### src/hdl/boot_pkg.sv
package boot_pkg;

    // shared system bus
    localparam int BUS_AW = 32;
    localparam int BUS_DW = 32;

    // serial port register map, one word each
    localparam logic [BUS_AW-1:0] SPART_TX_ADDR = 32'h0000_001C;
    localparam logic [BUS_AW-1:0] SPART_RX_ADDR = 32'h0000_001D;

    localparam logic [7:0] BANNER_CHAR = 8'h42;  // 'B'

    // boot sequence
    // banner -> count (4 bytes) -> load (4 bytes per word) -> done
    typedef enum logic [1:0] {
        BOOT_BANNER,
        BOOT_COUNT,
        BOOT_LOAD,
        BOOT_DONE
    } boot_state_t;

endpackage

### src/hdl/sys_bus_if.sv
`timescale 1ns/1ps

interface sys_bus_if import boot_pkg::*; ();

    logic              req;    // held by master until ack
    logic              write;
    logic [BUS_AW-1:0] addr;
    logic [BUS_DW-1:0] wdata;
    logic [BUS_DW-1:0] rdata;  // only valid with ack
    logic              ack;    // one cycle pulse from slave

    modport master (
        output req,
        output write,
        output addr,
        output wdata,
        input  rdata,
        input  ack
    );

    modport slave (
        input  req,
        input  write,
        input  addr,
        input  wdata,
        output rdata,
        output ack
    );

endinterface

### src/hdl/spart.sv
`timescale 1ns/1ps

module spart import boot_pkg::*; #(
    parameter int RX_FIFO_DEPTH = 8
) (
    input  logic       clk,
    input  logic       rst_n,
    sys_bus_if.slave   bus,
    input  logic       rx_valid_i,
    input  logic [7:0] rx_byte_i,
    output logic       tx_valid_o,
    output logic [7:0] tx_byte_o
);

    localparam int PW = (RX_FIFO_DEPTH > 1) ? $clog2(RX_FIFO_DEPTH) : 1;
    localparam int CW = $clog2(RX_FIFO_DEPTH + 1);
    localparam logic [PW-1:0] LAST_PTR = PW'(RX_FIFO_DEPTH - 1);
    localparam logic [CW-1:0] FULL_CNT = CW'(RX_FIFO_DEPTH);

    logic [7:0]        rx_mem [RX_FIFO_DEPTH];
    logic [PW-1:0]     wr_ptr;
    logic [PW-1:0]     rd_ptr;
    logic [CW-1:0]     fifo_cnt;
    logic              fifo_empty;
    logic              fifo_full;
    logic              sel_tx;
    logic              sel_rx;
    logic              ack_q;
    logic              ack_nxt;
    logic              push;
    logic              pop;
    logic              tx_wr;
    logic [BUS_DW-1:0] rdata_q;

    assign fifo_empty = (fifo_cnt == '0);
    assign fifo_full  = (fifo_cnt == FULL_CNT);
    assign sel_tx     = (bus.addr == SPART_TX_ADDR);
    assign sel_rx     = (bus.addr == SPART_RX_ADDR);

    // new request once the previous ack is gone
    // rx reads stall while the fifo is empty
    assign ack_nxt = bus.req && !ack_q && (bus.write || !sel_rx || !fifo_empty);
    assign pop     = ack_nxt && !bus.write && sel_rx;
    assign tx_wr   = ack_nxt && bus.write && sel_tx;
    assign push    = rx_valid_i && !fifo_full;  // drop when full

    always_ff @(posedge clk) begin
        if (push) begin
            rx_mem[wr_ptr] <= rx_byte_i;
        end
    end

    always_ff @(posedge clk or negedge rst_n) begin
        if (!rst_n) begin
            wr_ptr   <= '0;
            rd_ptr   <= '0;
            fifo_cnt <= '0;
        end else begin
            if (push) begin
                wr_ptr <= (wr_ptr == LAST_PTR) ? '0 : wr_ptr + 1'b1;
            end
            if (pop) begin
                rd_ptr <= (rd_ptr == LAST_PTR) ? '0 : rd_ptr + 1'b1;
            end
            case ({push, pop})
                2'b10:   fifo_cnt <= fifo_cnt + 1'b1;
                2'b01:   fifo_cnt <= fifo_cnt - 1'b1;
                default: ;
            endcase
        end
    end

    always_ff @(posedge clk or negedge rst_n) begin
        if (!rst_n) begin
            ack_q      <= 1'b0;
            tx_valid_o <= 1'b0;
        end else begin
            ack_q      <= ack_nxt;
            tx_valid_o <= tx_wr;  // lines up with ack
        end
    end

    always_ff @(posedge clk) begin
        if (ack_nxt) begin
            rdata_q <= pop ? BUS_DW'(rx_mem[rd_ptr]) : '0;  // unmapped reads give zero
        end
        if (tx_wr) begin
            tx_byte_o <= bus.wdata[7:0];
        end
    end

    assign bus.ack   = ack_q;
    assign bus.rdata = rdata_q;

endmodule

### src/flat_wrapper.sv
// flat-port wrapper written by rule: the top's interface ports become plain ports
module spart_flat import boot_pkg::*;
#(
    parameter int RX_FIFO_DEPTH = 8
)
  (clk, rst_n, rx_valid_i, rx_byte_i, tx_valid_o, tx_byte_o, bus_req, bus_write, bus_addr, bus_wdata, bus_rdata, bus_ack);
  sys_bus_if bus_i ();
  input  logic clk;
  input  logic rst_n;
  input  logic rx_valid_i;
  input  logic [7:0] rx_byte_i;
  output logic tx_valid_o;
  output logic [7:0] tx_byte_o;
  input wire logic [$bits(bus_i.req)-1:0] bus_req;
  input wire logic [$bits(bus_i.write)-1:0] bus_write;
  input wire logic [$bits(bus_i.addr)-1:0] bus_addr;
  input wire logic [$bits(bus_i.wdata)-1:0] bus_wdata;
  output wire logic [$bits(bus_i.rdata)-1:0] bus_rdata;
  output wire logic [$bits(bus_i.ack)-1:0] bus_ack;
  assign bus_i.req = bus_req;
  assign bus_i.write = bus_write;
  assign bus_i.addr = bus_addr;
  assign bus_i.wdata = bus_wdata;
  assign bus_rdata = bus_i.rdata;
  assign bus_ack = bus_i.ack;
  spart #(.RX_FIFO_DEPTH(RX_FIFO_DEPTH)) u_core (.clk(clk), .rst_n(rst_n), .bus(bus_i), .rx_valid_i(rx_valid_i), .rx_byte_i(rx_byte_i), .tx_valid_o(tx_valid_o), .tx_byte_o(tx_byte_o));
endmodule
### config.mk
export PLATFORM = sky130hd
export DESIGN_NAME = spart_flat
export DESIGN_NICKNAME = d
export VERILOG_FILES = /design/src/hdl/boot_pkg.sv /design/src/hdl/sys_bus_if.sv /design/src/hdl/spart.sv /design/src/flat_wrapper.sv
export SDC_FILE = /design/constraint.sdc
export NUM_CORES = 1
export LEC_CHECK = 0
export BUFFER_PORTS_ARGS = -buffer_cell sky130_fd_sc_hd__buf_2
export CORE_ASPECT_RATIO = 1.1
export CORE_MARGIN = 1.5
export CORE_UTILIZATION = 46
export CTS_CLUSTER_DIAMETER = 30
export DETAILED_ROUTE_END_ITERATION = 16
export GPL_TIMING_DRIVEN = 0
export PLACE_DENSITY = 0.75
export REMOVE_ABC_BUFFERS = 1
export SLEW_MARGIN = 20
export SYNTH_ARGS = -nofsm -noshare
export SYNTH_HDL_FRONTEND = slang
export SYNTH_SLANG_ARGS = --single-unit
### constraint.sdc
create_clock -name clk -period 2.49 [get_ports clk]
set_input_delay 0.1245 -clock clk [delete_from_list [all_inputs] [get_ports clk]]
set_output_delay 0.1245 -clock clk [all_outputs]
set_load 0.01 [all_outputs]
==> metrics, run 1 <==
filler cell count=643; Clk pin slew, worst setup/hold paths=90 ps; GRT overflow=0; largest net degree at the start of global routing=20; number of antenna violations at the first check in global routing=1; final core utilization=55.5%; Fin. Hold Viols=0; setup TNS after final layout=0 ps; WL per Instance=16.3 µm; async set-reset flop share out of synthesis=13.0%; Synth cell types=40; Max clock buf depth=2; Final Skew=7.44 ps; Max Clock Freq=421 MHz; Worst-Margin Slew=1020 ps; setup ws final=116 ps; area of the mapped netlist=0.00398 mm²; Final Cycle Share=95.3%; DP Wirelength=4700 µm; Die ar.=0.00923 mm²; crit end category=flip-flop; Cell Rows=35; PortBufs=70; fin nets=394; Num CTS Buffers=9; Clock Latency Late Sink=360 ps; Avg Inst Size Synth=17.9 µm²; DR vias=2,158; crit path kind=reg -> reg; Tot Pwr=3.57 mW; Hold Path Class=in -> reg; average via count per standard cell=5.07; post-synthesis register bit count=92; synth warn=0; pre-CTS setup slack=-62.3 ps; CTS H-tree lvls=3; Final Max Tran Viols=0; first-pass GRT wire length=10,800 µm; final setup vio count=0; crit-path max FO=4; Antenna Nets Post-Route=0; I/O Pins=119; PwrDens=764 mW/mm²; Max-cap violations=0; CTS tree=done; clock sink total=92; Tmin final=2370 ps; Seq/Total Area, Yosys=67.8%; vias in the first global route=2,140; Initial Utilization=47.4%; Core Area=0.00841 mm²; TritonRoute pass-1 iters=4; die width=91.7 µm; total leakage power=1.76 nW; die height=101 µm; area of the multi-input gates=0.00114 mm²; outcome=completed; Tot GR Track Use=15.9%; # DRC=0; Root Buffer=clkbuf_8; Max IR drop VDD=0.000402 V; share of layout cells above drive strength 1=36.6%; P&R area growth vs syn=17.2%; nature of the critical path startpoint=flip-flop; Worst Path Required=2780 ps; final wirelength=6960 µm; routability cong.=0.696; Worst EP arrival=2660 ps; Post-synth EDFFs=80; Cells after Synth=223; Rel. slew slack=31.8%; DRT iter0 DRCs=123; prevailing post-synth register cell=edfxtp_1; register area=0.00271 mm²
## repair_timing
| action | CTS | global route |
|---|---|---|
| gates resized for setup | 0 | 5 |
| endpoints found under the hold margin | 20 | 0 |
| endpoints found under the setup margin | 1 | 1 |
| hold buffers | 9 | 0 |
| buffers inserted | 1 | 2 |
| pin swaps | 1 | 2 |
## cells in the mapped netlist (2+ instances only)
| library cell | count | area share (%) |
|---|---|---|
| ha_1 | 7 | 2.2 |
| buf_2 | 3 | 0.38 |
| nand2_1 | 4 | 0.38 |
| nor4_1 | 5 | 0.79 |
| inv_1 | 5 | 0.47 |
| mux4_1 | 7 | 4.6 |
| nor2_1 | 17 | 1.6 |
| dfrtp_1 | 12 | 7.5 |
| mux4_2 | 9 | 5.1 |
| nand2b_1 | 4 | 0.63 |
| mux2i_1 | 10 | 2.5 |
| and4_1 | 2 | 0.44 |
| xnor2_1 | 2 | 0.44 |
| edfxtp_1 | 80 | 60 |
| buf_4 | 24 | 4.5 |
| o21ai_0 | 3 | 0.38 |
| nor3_1 | 3 | 0.38 |
| mux2_4 | 3 | 1.1 |
| buf_6 | 2 | 0.57 |
## final cells by class
class | instances | area share, %
Clock inverter | 6 | 1.34
Timing Repair Buffer | 82 | 9.92
Multi-Input combinational cell | 118 | 24.4
Tap cell | 111 | 2.98
Sequential cell | 92 | 57.9
Antenna cell | 1 | 0.0536
Inverter | 6 | 0.590
Clock buffer | 10 | 2.73
## worst paths after layout
| path | start | to | slack (ps) | depth (start not counted) |
|---|---|---|---|---|
| worst min-delay path | rx_byte_i[3] | u_core.rx_mem[0][3]$_DFFE_PP_ | 30 | 1 |
| min in group asynchronous | rst_n | u_core.fifo_cnt[2]$_DFFE_PN0P_ | 180 | 2 |
| worst min register to register | u_core.wr_ptr[0]$_DFFE_PN0P_ | u_core.wr_ptr[0]$_DFFE_PN0P_ | 530 | 2 |
| worst max register to register | u_core.bus.ack$_DFF_PN0_ | u_core.fifo_cnt[3]$_DFFE_PN0P_ | 120 | 10 |
| worst max-delay path | u_core.bus.ack$_DFF_PN0_ | u_core.fifo_cnt[3]$_DFFE_PN0P_ | 120 | 10 |
| max in group asynchronous | rst_n | u_core.fifo_cnt[1]$_DFFE_PN0P_ | 2070 | 2 |
## stage by stage
stage	instances	hold slack [ps]	cell area, µm²
floorplan	216	-171	3850
detailed placement	397	22.9	4350
CTS	423	15.8	4640
global placement	397	19.8	4340
finish	426	32.9	4670
global route	425	42.4	4670
## metal layers
metal	share of wire, %	global-route usage (%)	vias up
met5	0	0	-
met4	1.9	6.75	0
met3	6.4	3.92	14
met2	49	27.7	95
met1	43	19.0	1066
li1	-	-	983
## state kept, by name, summed over array words and instances, names as in the netlist
signal / count
u_core.rx_mem: 64
u_core.bus.rdata: 8
u_core.bus.ack: 1
u_core.fifo_cnt: 4
u_core.wr_ptr: 3
u_core.tx_valid_o: 1
u_core.rd_ptr: 3
u_core.tx_byte_o: 8
## critical path, stage by stage, from the launching register on
cell and delay (ps):
dfrtp_1 410, or2b_4 280, nor3b_4 230, nand3_4 120
inv_6 90, ha_2 210, ha_1 230, a21o_2 220
a21oi_2 140, mux2i_1 240, xnor2_1 130
## cells in the final DEF, fill, tap and decap left out, types with 2 or more instances in the layout
cell	instances
edfxtp_1	80
buf_2	70
conb_1	24
nor2_1	17
mux2i_1	10
dfrtp_1	10
mux4_2	9
clkbuf_8	9
dlygate4sd3_1	9
mux4_1	7
ha_1	6
nor4_1	5
inv_1	5
nand2_1	4
nand2b_1	4
inv_6	3
mux2_4	3
o21ai_0	3
buf_4	3
and4_1	2
nor3_2	2
xnor2_1	2
clkinv_1	2
dfrtp_2	2
## cell families (layout without fill, tap and decap cells)
group                      Yosys count  count (layout)  share of synthesized area, %
DFF                                 92              92                          67.8
and+or+nand+nor                     46              46                          7.19
buffers and inverters               36             104                          6.25
muxes                               30              30                          13.6
adders and majority gates            8               8                          2.70
AOI/OAI and AO/OA                    7               7                          1.63
xor gates and xnor gates             3               3                         0.660
other                                1              25                        0.0941
## power breakdown
part	switching [mW]	total (mW)	internal (mW)	leakage, nW
sequential	0.137	2.04	1.91	0.882
combinational	0.317	0.558	0.241	0.785
clock	0.501	0.966	0.465	0.0924
Note: power is estimated with default switching activity, not from simulation.
==> run 2: changes to the inputs <==
Settings changed: CORE_MARGIN 1.5 to 5, CORE_UTILIZATION 46 to 45, PLACE_DENSITY 0.75 to 0.74.
==> run 2 against run 1 <==
Via count decreased by 0.60%. Register-to-register slack improved by 60 ps. Fmax increased by 2.4%. Utilization decreased by 1.7 points. Combinational power increased by 3%. Critical path depth unchanged. Hold slack improved by 2.9 ps. Critical endpoint unchanged.
==> metrics, run 2 (synthesis gave the netlist of run 1 again) <==
Tot Pwr=3.60 mW (+0.86%); global-route track usage on met3=3.77% (-0.15 points); GRT met2 Usage=22.3% (-5.5 points); register area=0.00271 mm² (about the same); Max clock buf depth=2 (unchanged); Final Max Tran Viols=0 (unchanged); Num CTS Buffers=9 (unchanged); crit-path max FO=4 (unchanged); most common library cell in the layout ignoring fill and taps=edfxtp_1; Antenna Nets Post-Route=0 (unchanged); CP startpoint=u_core.fifo_cnt[2]$_DFFE_PN0P_; R2R Path Start=u_core.fifo_cnt[2]$_DFFE_PN0P_; die width=99.7 µm (+8.7%); clock sink total=92 (unchanged); DR vias=2,145 (-0.60%); PortBufs=70 (unchanged); final core utilization=53.8% (-1.7 points); top register by number of flip-flops=u_core.rx_mem; Rel. slew slack=37.5% (+5.8 points); WL per Instance=16.7 µm (+2.4%); fin nets=396 (+0.51%); Clk pwr share=27.6% (+0.5 points); GRT overflow=0 (unchanged); switching pwr=966 µW (+1.1%); PwrDens=765 mW/mm² (+0.14%); Tot GR Track Use=13.3% (-2.6 points); Hold Crit Depth=1 (unchanged); pre-CTS setup slack=-84.6 ps (-22.3 ps); DP Cell Count=400 (+0.76%); nature of the critical path startpoint=flip-flop; TritonRoute pass-1 iters=4 (unchanged); setup ws final=173 ps (+56.7 ps); Final Skew=10.2 ps (+2.77 ps); outcome=completed; Buf/Inv on CP=1 (unchanged); Fin. Hold Viols=0 (unchanged); Die ar.=0.0108 mm² (+17%); Finished Layout Cells=430 (+0.94%); Initial Utilization=45.6% (-1.8 points); crit end category=flip-flop; busiest grt layer=met2; part of the power in registers=56.5% (-0.8 points); Worst-Margin Slew=934 ps (-90.0 ps); Hold Path Class=in -> reg; routability cong.=0.769 (+10%); average via count per standard cell=4.99 (-1.5%); number of antenna violations at the first check in global routing=0 (-1); worst hold start=rx_byte_i[0]; Core Area=0.00874 mm² (+3.9%); R2R setup slack=170 ps (+60 ps); max incr delay on CP=450 ps (+40 ps); RSZ-0062 raised after global routing=no; DRT iter0 DRCs=79 (-36%); # diodes=0 (-1); most frequent cells in the layout=edfxtp_1, buf_2, conb_1; share of layout cells above drive strength 1=38.0% (+1.4 points); Hold Path End=u_core.rx_mem[2][0]$_DFFE_PP_; met1 GRT Util=15.8% (-3.2 points); Top Family by Delay on Critical Path=simple AND/OR/NAND/NOR gates; Max Clock Freq=432 MHz (+2.4%); first-pass GRT wire length=10,700 µm (-0.64%); vias in the first global route=2,098 (-2.0%); P&R area growth vs syn=18.0%; Root Buffer=clkbuf_8; Sw Ratio=26.9% (+0.058 points); setup TNS after final layout=0 ps (unchanged); fin area=0.00470 mm² (+0.72%); Gate power share=15.9% (+0.2 points); area of the multi-input gates=0.00115 mm² (+0.88%); CTS H-tree lvls=3 (unchanged); Tmin final=2320 ps (-56.7 ps); Cell Rows=36 (+2.9%); filler cell count=692 (+7.6%); internal power=2.63 mW (+0.78%); Max IR drop VDD=0.000325 V (-19%); max reg flops=64 (unchanged); Reg-to-Reg End=u_core.fifo_cnt[3]$_DFFE_PN0P_; CTS tree=done; Worst Path Required=2770 ps (about the same); die height=109 µm (+8.0%); Clk pin slew, worst setup/hold paths=90 ps (about the same); # DRC=0 (unchanged); I/O Pins=119 (unchanged); Max-cap violations=0 (unchanged); Final Cycle Share=93.1% (-2.3 points); cells on worst reg2reg path=10 (unchanged); crit path kind=reg -> reg; Worst Hold Margin=35.8 ps (+2.89 ps); DP Wirelength=4990 µm (+6.1%); placed cell area=0.00435 mm² (about the same); Clock Latency Late Sink=350 ps (about the same); slowest CP cell=dfrtp_2; total leakage power=1.78 nW (+1.2%); Critical Path, Cell by Cell=nor4_4 > nor3b_4 > nand3_4 > inv_6 > ha_4 > ha_1 > a21o_2 > a21oi_2 > mux2i_1 > xnor2_1; largest net degree at the start of global routing=20 (unchanged); final setup vio count=0 (unchanged); Worst EP arrival=2590 ps (-70 ps); final wirelength=7200 µm (+3.4%)
==> run 2: worst max-delay path by stage <==
stage / end / slack, ps / cells past startpoint
3_3_place_gp: u_core.fifo_cnt[3]$_DFFE_PN0P_ / -20 / 10
6_report: u_core.fifo_cnt[3]$_DFFE_PN0P_ / 170 / 10
4_1_cts: u_core.fifo_cnt[3]$_DFFE_PN0P_ / 20 / 10
2_1_floorplan: u_core.fifo_cnt[3]$_DFFE_PN0P_ / 130 / 10
5_1_grt: u_core.fifo_cnt[3]$_DFFE_PN0P_ / 30 / 10
3_5_place_dp: u_core.fifo_cnt[3]$_DFFE_PN0P_ / -80 / 10
==> run 2: timing repair <==
action / 4_1_cts / 5_1_grt
endpoints found under the setup margin: 1 / 1
gates resized for setup: 1 / 5
pin swaps: 1 / 4
setup buffers: 1 / 4
hold buffers: 9 / 0
hold endpoints to repair: 20 / 0
==> run 2: power by group through the flow <==
stage          clock, mW  sequential (mW)  combinational (mW)
3_3_place_gp           0             2.05               0.492
6_report           0.991             2.03               0.573
2_1_floorplan          0             2.04               0.351
3_5_place_dp           0             2.08               0.520
5_1_grt             1.08             2.05               0.636
4_1_cts             1.01             2.04               0.533
==> run 2: layer usage <==
| layer | wire length [µm] | part of all wire (%) |
|---|---|---|
| met5 | 0 | 0 |
| met4 | 130 | 1.8 |
| met2 | 3490 | 48 |
| met1 | 2940 | 41 |
| met3 | 641 | 8.9 |
==> run 2: final cells by class <==
type                            instances  share of cell area, %
Clock inverter                          7                   1.54
Inverter                                6                  0.585
Tap cell                              114                   3.03
Timing Repair Buffer                   84                   10.2
Clock buffer                            9                   2.63
Sequential cell                        92                   57.6
Multi-Input combinational cell        118                   24.5
==> run 3: changes to the inputs <==
Settings changed: CORE_UTILIZATION 45 to 30, PLACE_DENSITY 0.74 to not set.
==> run 3 against run 2 <==
Sequential power hardly changed. Highest routed layer unchanged. Flip-flop and latch count unchanged. Global-route usage is 3.2 points lower. Sequential share of layout area decreased by 1.9 points. Die area up 45%. Cell count grew 11%. Largest power group unchanged. Design area grew 3.4%. Fmax is 2.1% lower. Largest cell class unchanged. Count of clock-buffer cells in the layout unchanged. Utilization decreased by 17 points.
==> metrics, run 3 (synthesis gave the netlist of run 1 again) <==
final wirelength=7670 µm (+6.6%); Initial Utilization=30.4% (-15 points); area of the multi-input gates=0.00114 mm² (-0.87%); outcome=completed; largest net degree at the start of global routing=20 (unchanged); DP Cell Count=449 (+12%); Antenna Nets Post-Route=0 (unchanged); Root Buffer=clkbuf_16; Gate power share=13.9% (-2.0 points); fin nets=396 (unchanged); Tmin final=2370 ps (+48.6 ps); register area=0.00271 mm² (unchanged); CTS tree=done; nature of the critical path startpoint=flip-flop; Final Cycle Share=95.0% (+2.0 points); Rel. slew slack=38.3% (+0.72 points); Finished Layout Cells=477 (+11%); routability cong.=0.782 (+1.7%); Worst Path Required=2710 ps (-60 ps); CTS H-tree lvls=3 (unchanged); number of antenna violations at the first check in global routing=0 (unchanged); most common library cell in the layout ignoring fill and taps=edfxtp_1; WL per Instance=16.1 µm (-3.9%); Buf/Inv on CP=1 (unchanged); global-route track usage on met3=3.49% (-0.29 points); most frequent cells in the layout=edfxtp_1, buf_2, conb_1; Worst EP arrival=2590 ps (about the same); die height=131 µm (+20%); Tot GR Track Use=10.1% (-3.2 points); setup TNS after final layout=0 ps (unchanged); total leakage power=1.83 nW (+2.6%); P&R area growth vs syn=22.0%; clock sink total=92 (unchanged); busiest grt layer=met2; Worst-Margin Slew=923 ps (-10.8 ps); crit end category=flip-flop; # diodes=0 (unchanged); vias in the first global route=2,154 (+2.7%); # DRC=0 (unchanged); top register by number of flip-flops=u_core.rx_mem; Sw Ratio=26.6% (-0.27 points); fin area=0.00486 mm² (+3.4%); Top Family by Delay on Critical Path=simple AND/OR/NAND/NOR gates; die width=120 µm (+20%); DR vias=2,157 (+0.56%); PwrDens=826 mW/mm² (+7.9%); switching pwr=1.07 mW (+10%); final setup vio count=0 (unchanged); max incr delay on CP=380 ps (-70 ps); TritonRoute pass-1 iters=4 (unchanged); slowest CP cell=dfrtp_1; pre-CTS setup slack=-105 ps (-20.0 ps); GRT met2 Usage=17.3% (-4.9 points); part of the power in registers=50.9% (-5.6 points); Num CTS Buffers=9 (unchanged); Clk pwr share=35.3% (+7.7 points); internal power=2.95 mW (+12%); Max Clock Freq=423 MHz (-2.1%); Max-cap violations=0 (unchanged); met1 GRT Util=11.6% (-4.2 points); final core utilization=37.1% (-17 points); max reg flops=64 (unchanged); GRT overflow=0 (unchanged); I/O Pins=119 (unchanged); crit-path max FO=4 (unchanged); Clk pin slew, worst setup/hold paths=70 ps (-20 ps); Die ar.=0.0157 mm² (+45%); PortBufs=70 (unchanged); Tot Pwr=4.01 mW (+12%); Final Max Tran Viols=0 (unchanged); Cell Rows=44 (+22%); average via count per standard cell=4.52 (-9.3%); first-pass GRT wire length=11,900 µm (+11%); crit path kind=reg -> reg; Clock Latency Late Sink=340 ps (about the same); Critical Path, Cell by Cell=or2b_4 > nor3b_4 > nand3_4 > inv_6 > ha_2 > ha_1 > a21o_2 > a21oi_2 > mux2i_1 > xnor2_1; Final Skew=6.76 ps (-3.46 ps); DP Wirelength=5410 µm (+8.4%); Hold Path Class=in -> reg; Fin. Hold Viols=0 (unchanged); DRT iter0 DRCs=135 (+71%); placed cell area=0.00443 mm² (+1.7%); Max clock buf depth=2 (unchanged); setup ws final=124 ps (-48.6 ps); Core Area=0.0131 mm² (+50%); Worst Hold Margin=57.2 ps (+21.5 ps); RSZ-0062 raised after global routing=no; Max IR drop VDD=0.000444 V (+37%); filler cell count=1,226 (+77%); share of layout cells above drive strength 1=38.3% (+0.32 points)
## run 3: changes by cell type in the layout (fill, tap and decap cells not counted), sizes merged
cell / before / now
clkinv: 3 / 1
clkinvlp: 0 / 1
inv: 9 / 10
## run 3: repair_timing
action | CTS | global route
hold buffers | 9 | 0
resized for setup | 2 | 3
buffers inserted | 1 | 2
endpoints found under the setup margin | 1 | 1
pin swaps | 3 | 4
hold endpoints to repair | 20 | 0
## run 3: metal layers
metal	vias to the layer above	share of wire [%]
met3	8	9.8
met2	101	49
met4	0	1.5
met5	-	0
met1	1056	40
li1	992	-
## run 3: path summary, 6_finish.rpt
kind	startpoint	to	slack [ps]	cells after the start
worst max register to register	u_core.bus.ack$_DFF_PN0_	u_core.fifo_cnt[3]$_DFFE_PN0P_	120	10
min in group asynchronous	rst_n	u_core.fifo_cnt[2]$_DFFE_PN0P_	200	2
worst min-delay path	rx_byte_i[0]	u_core.rx_mem[7][0]$_DFFE_PP_	60	1
max in group asynchronous	rst_n	u_core.rd_ptr[0]$_DFFE_PN0P_	2040	2
worst max-delay path	u_core.bus.ack$_DFF_PN0_	u_core.fifo_cnt[3]$_DFFE_PN0P_	120	10
worst min register to register	u_core.wr_ptr[0]$_DFFE_PN0P_	u_core.wr_ptr[0]$_DFFE_PN0P_	510	2
## run 3: power by group through the flow
stage	Clock (mW)	Sequential, mW	Combinational (mW)
floorplan	0	2.04	0.351
global placement	0	2.05	0.501
detailed placement	0	2.08	0.550
CTS	1.45	2.04	0.561
global route	1.51	2.07	0.632
finish	1.42	2.04	0.556
## run 3: cell type report
cell class	instances	share of cell area [%]
Clock buffer	9	4.63
Tap cell	161	4.14
Inverter	6	0.566
Timing Repair Buffer	84	9.83
Multi-Input combinational cell	118	23.5
Clock inverter	7	1.70
Sequential cell	92	55.7
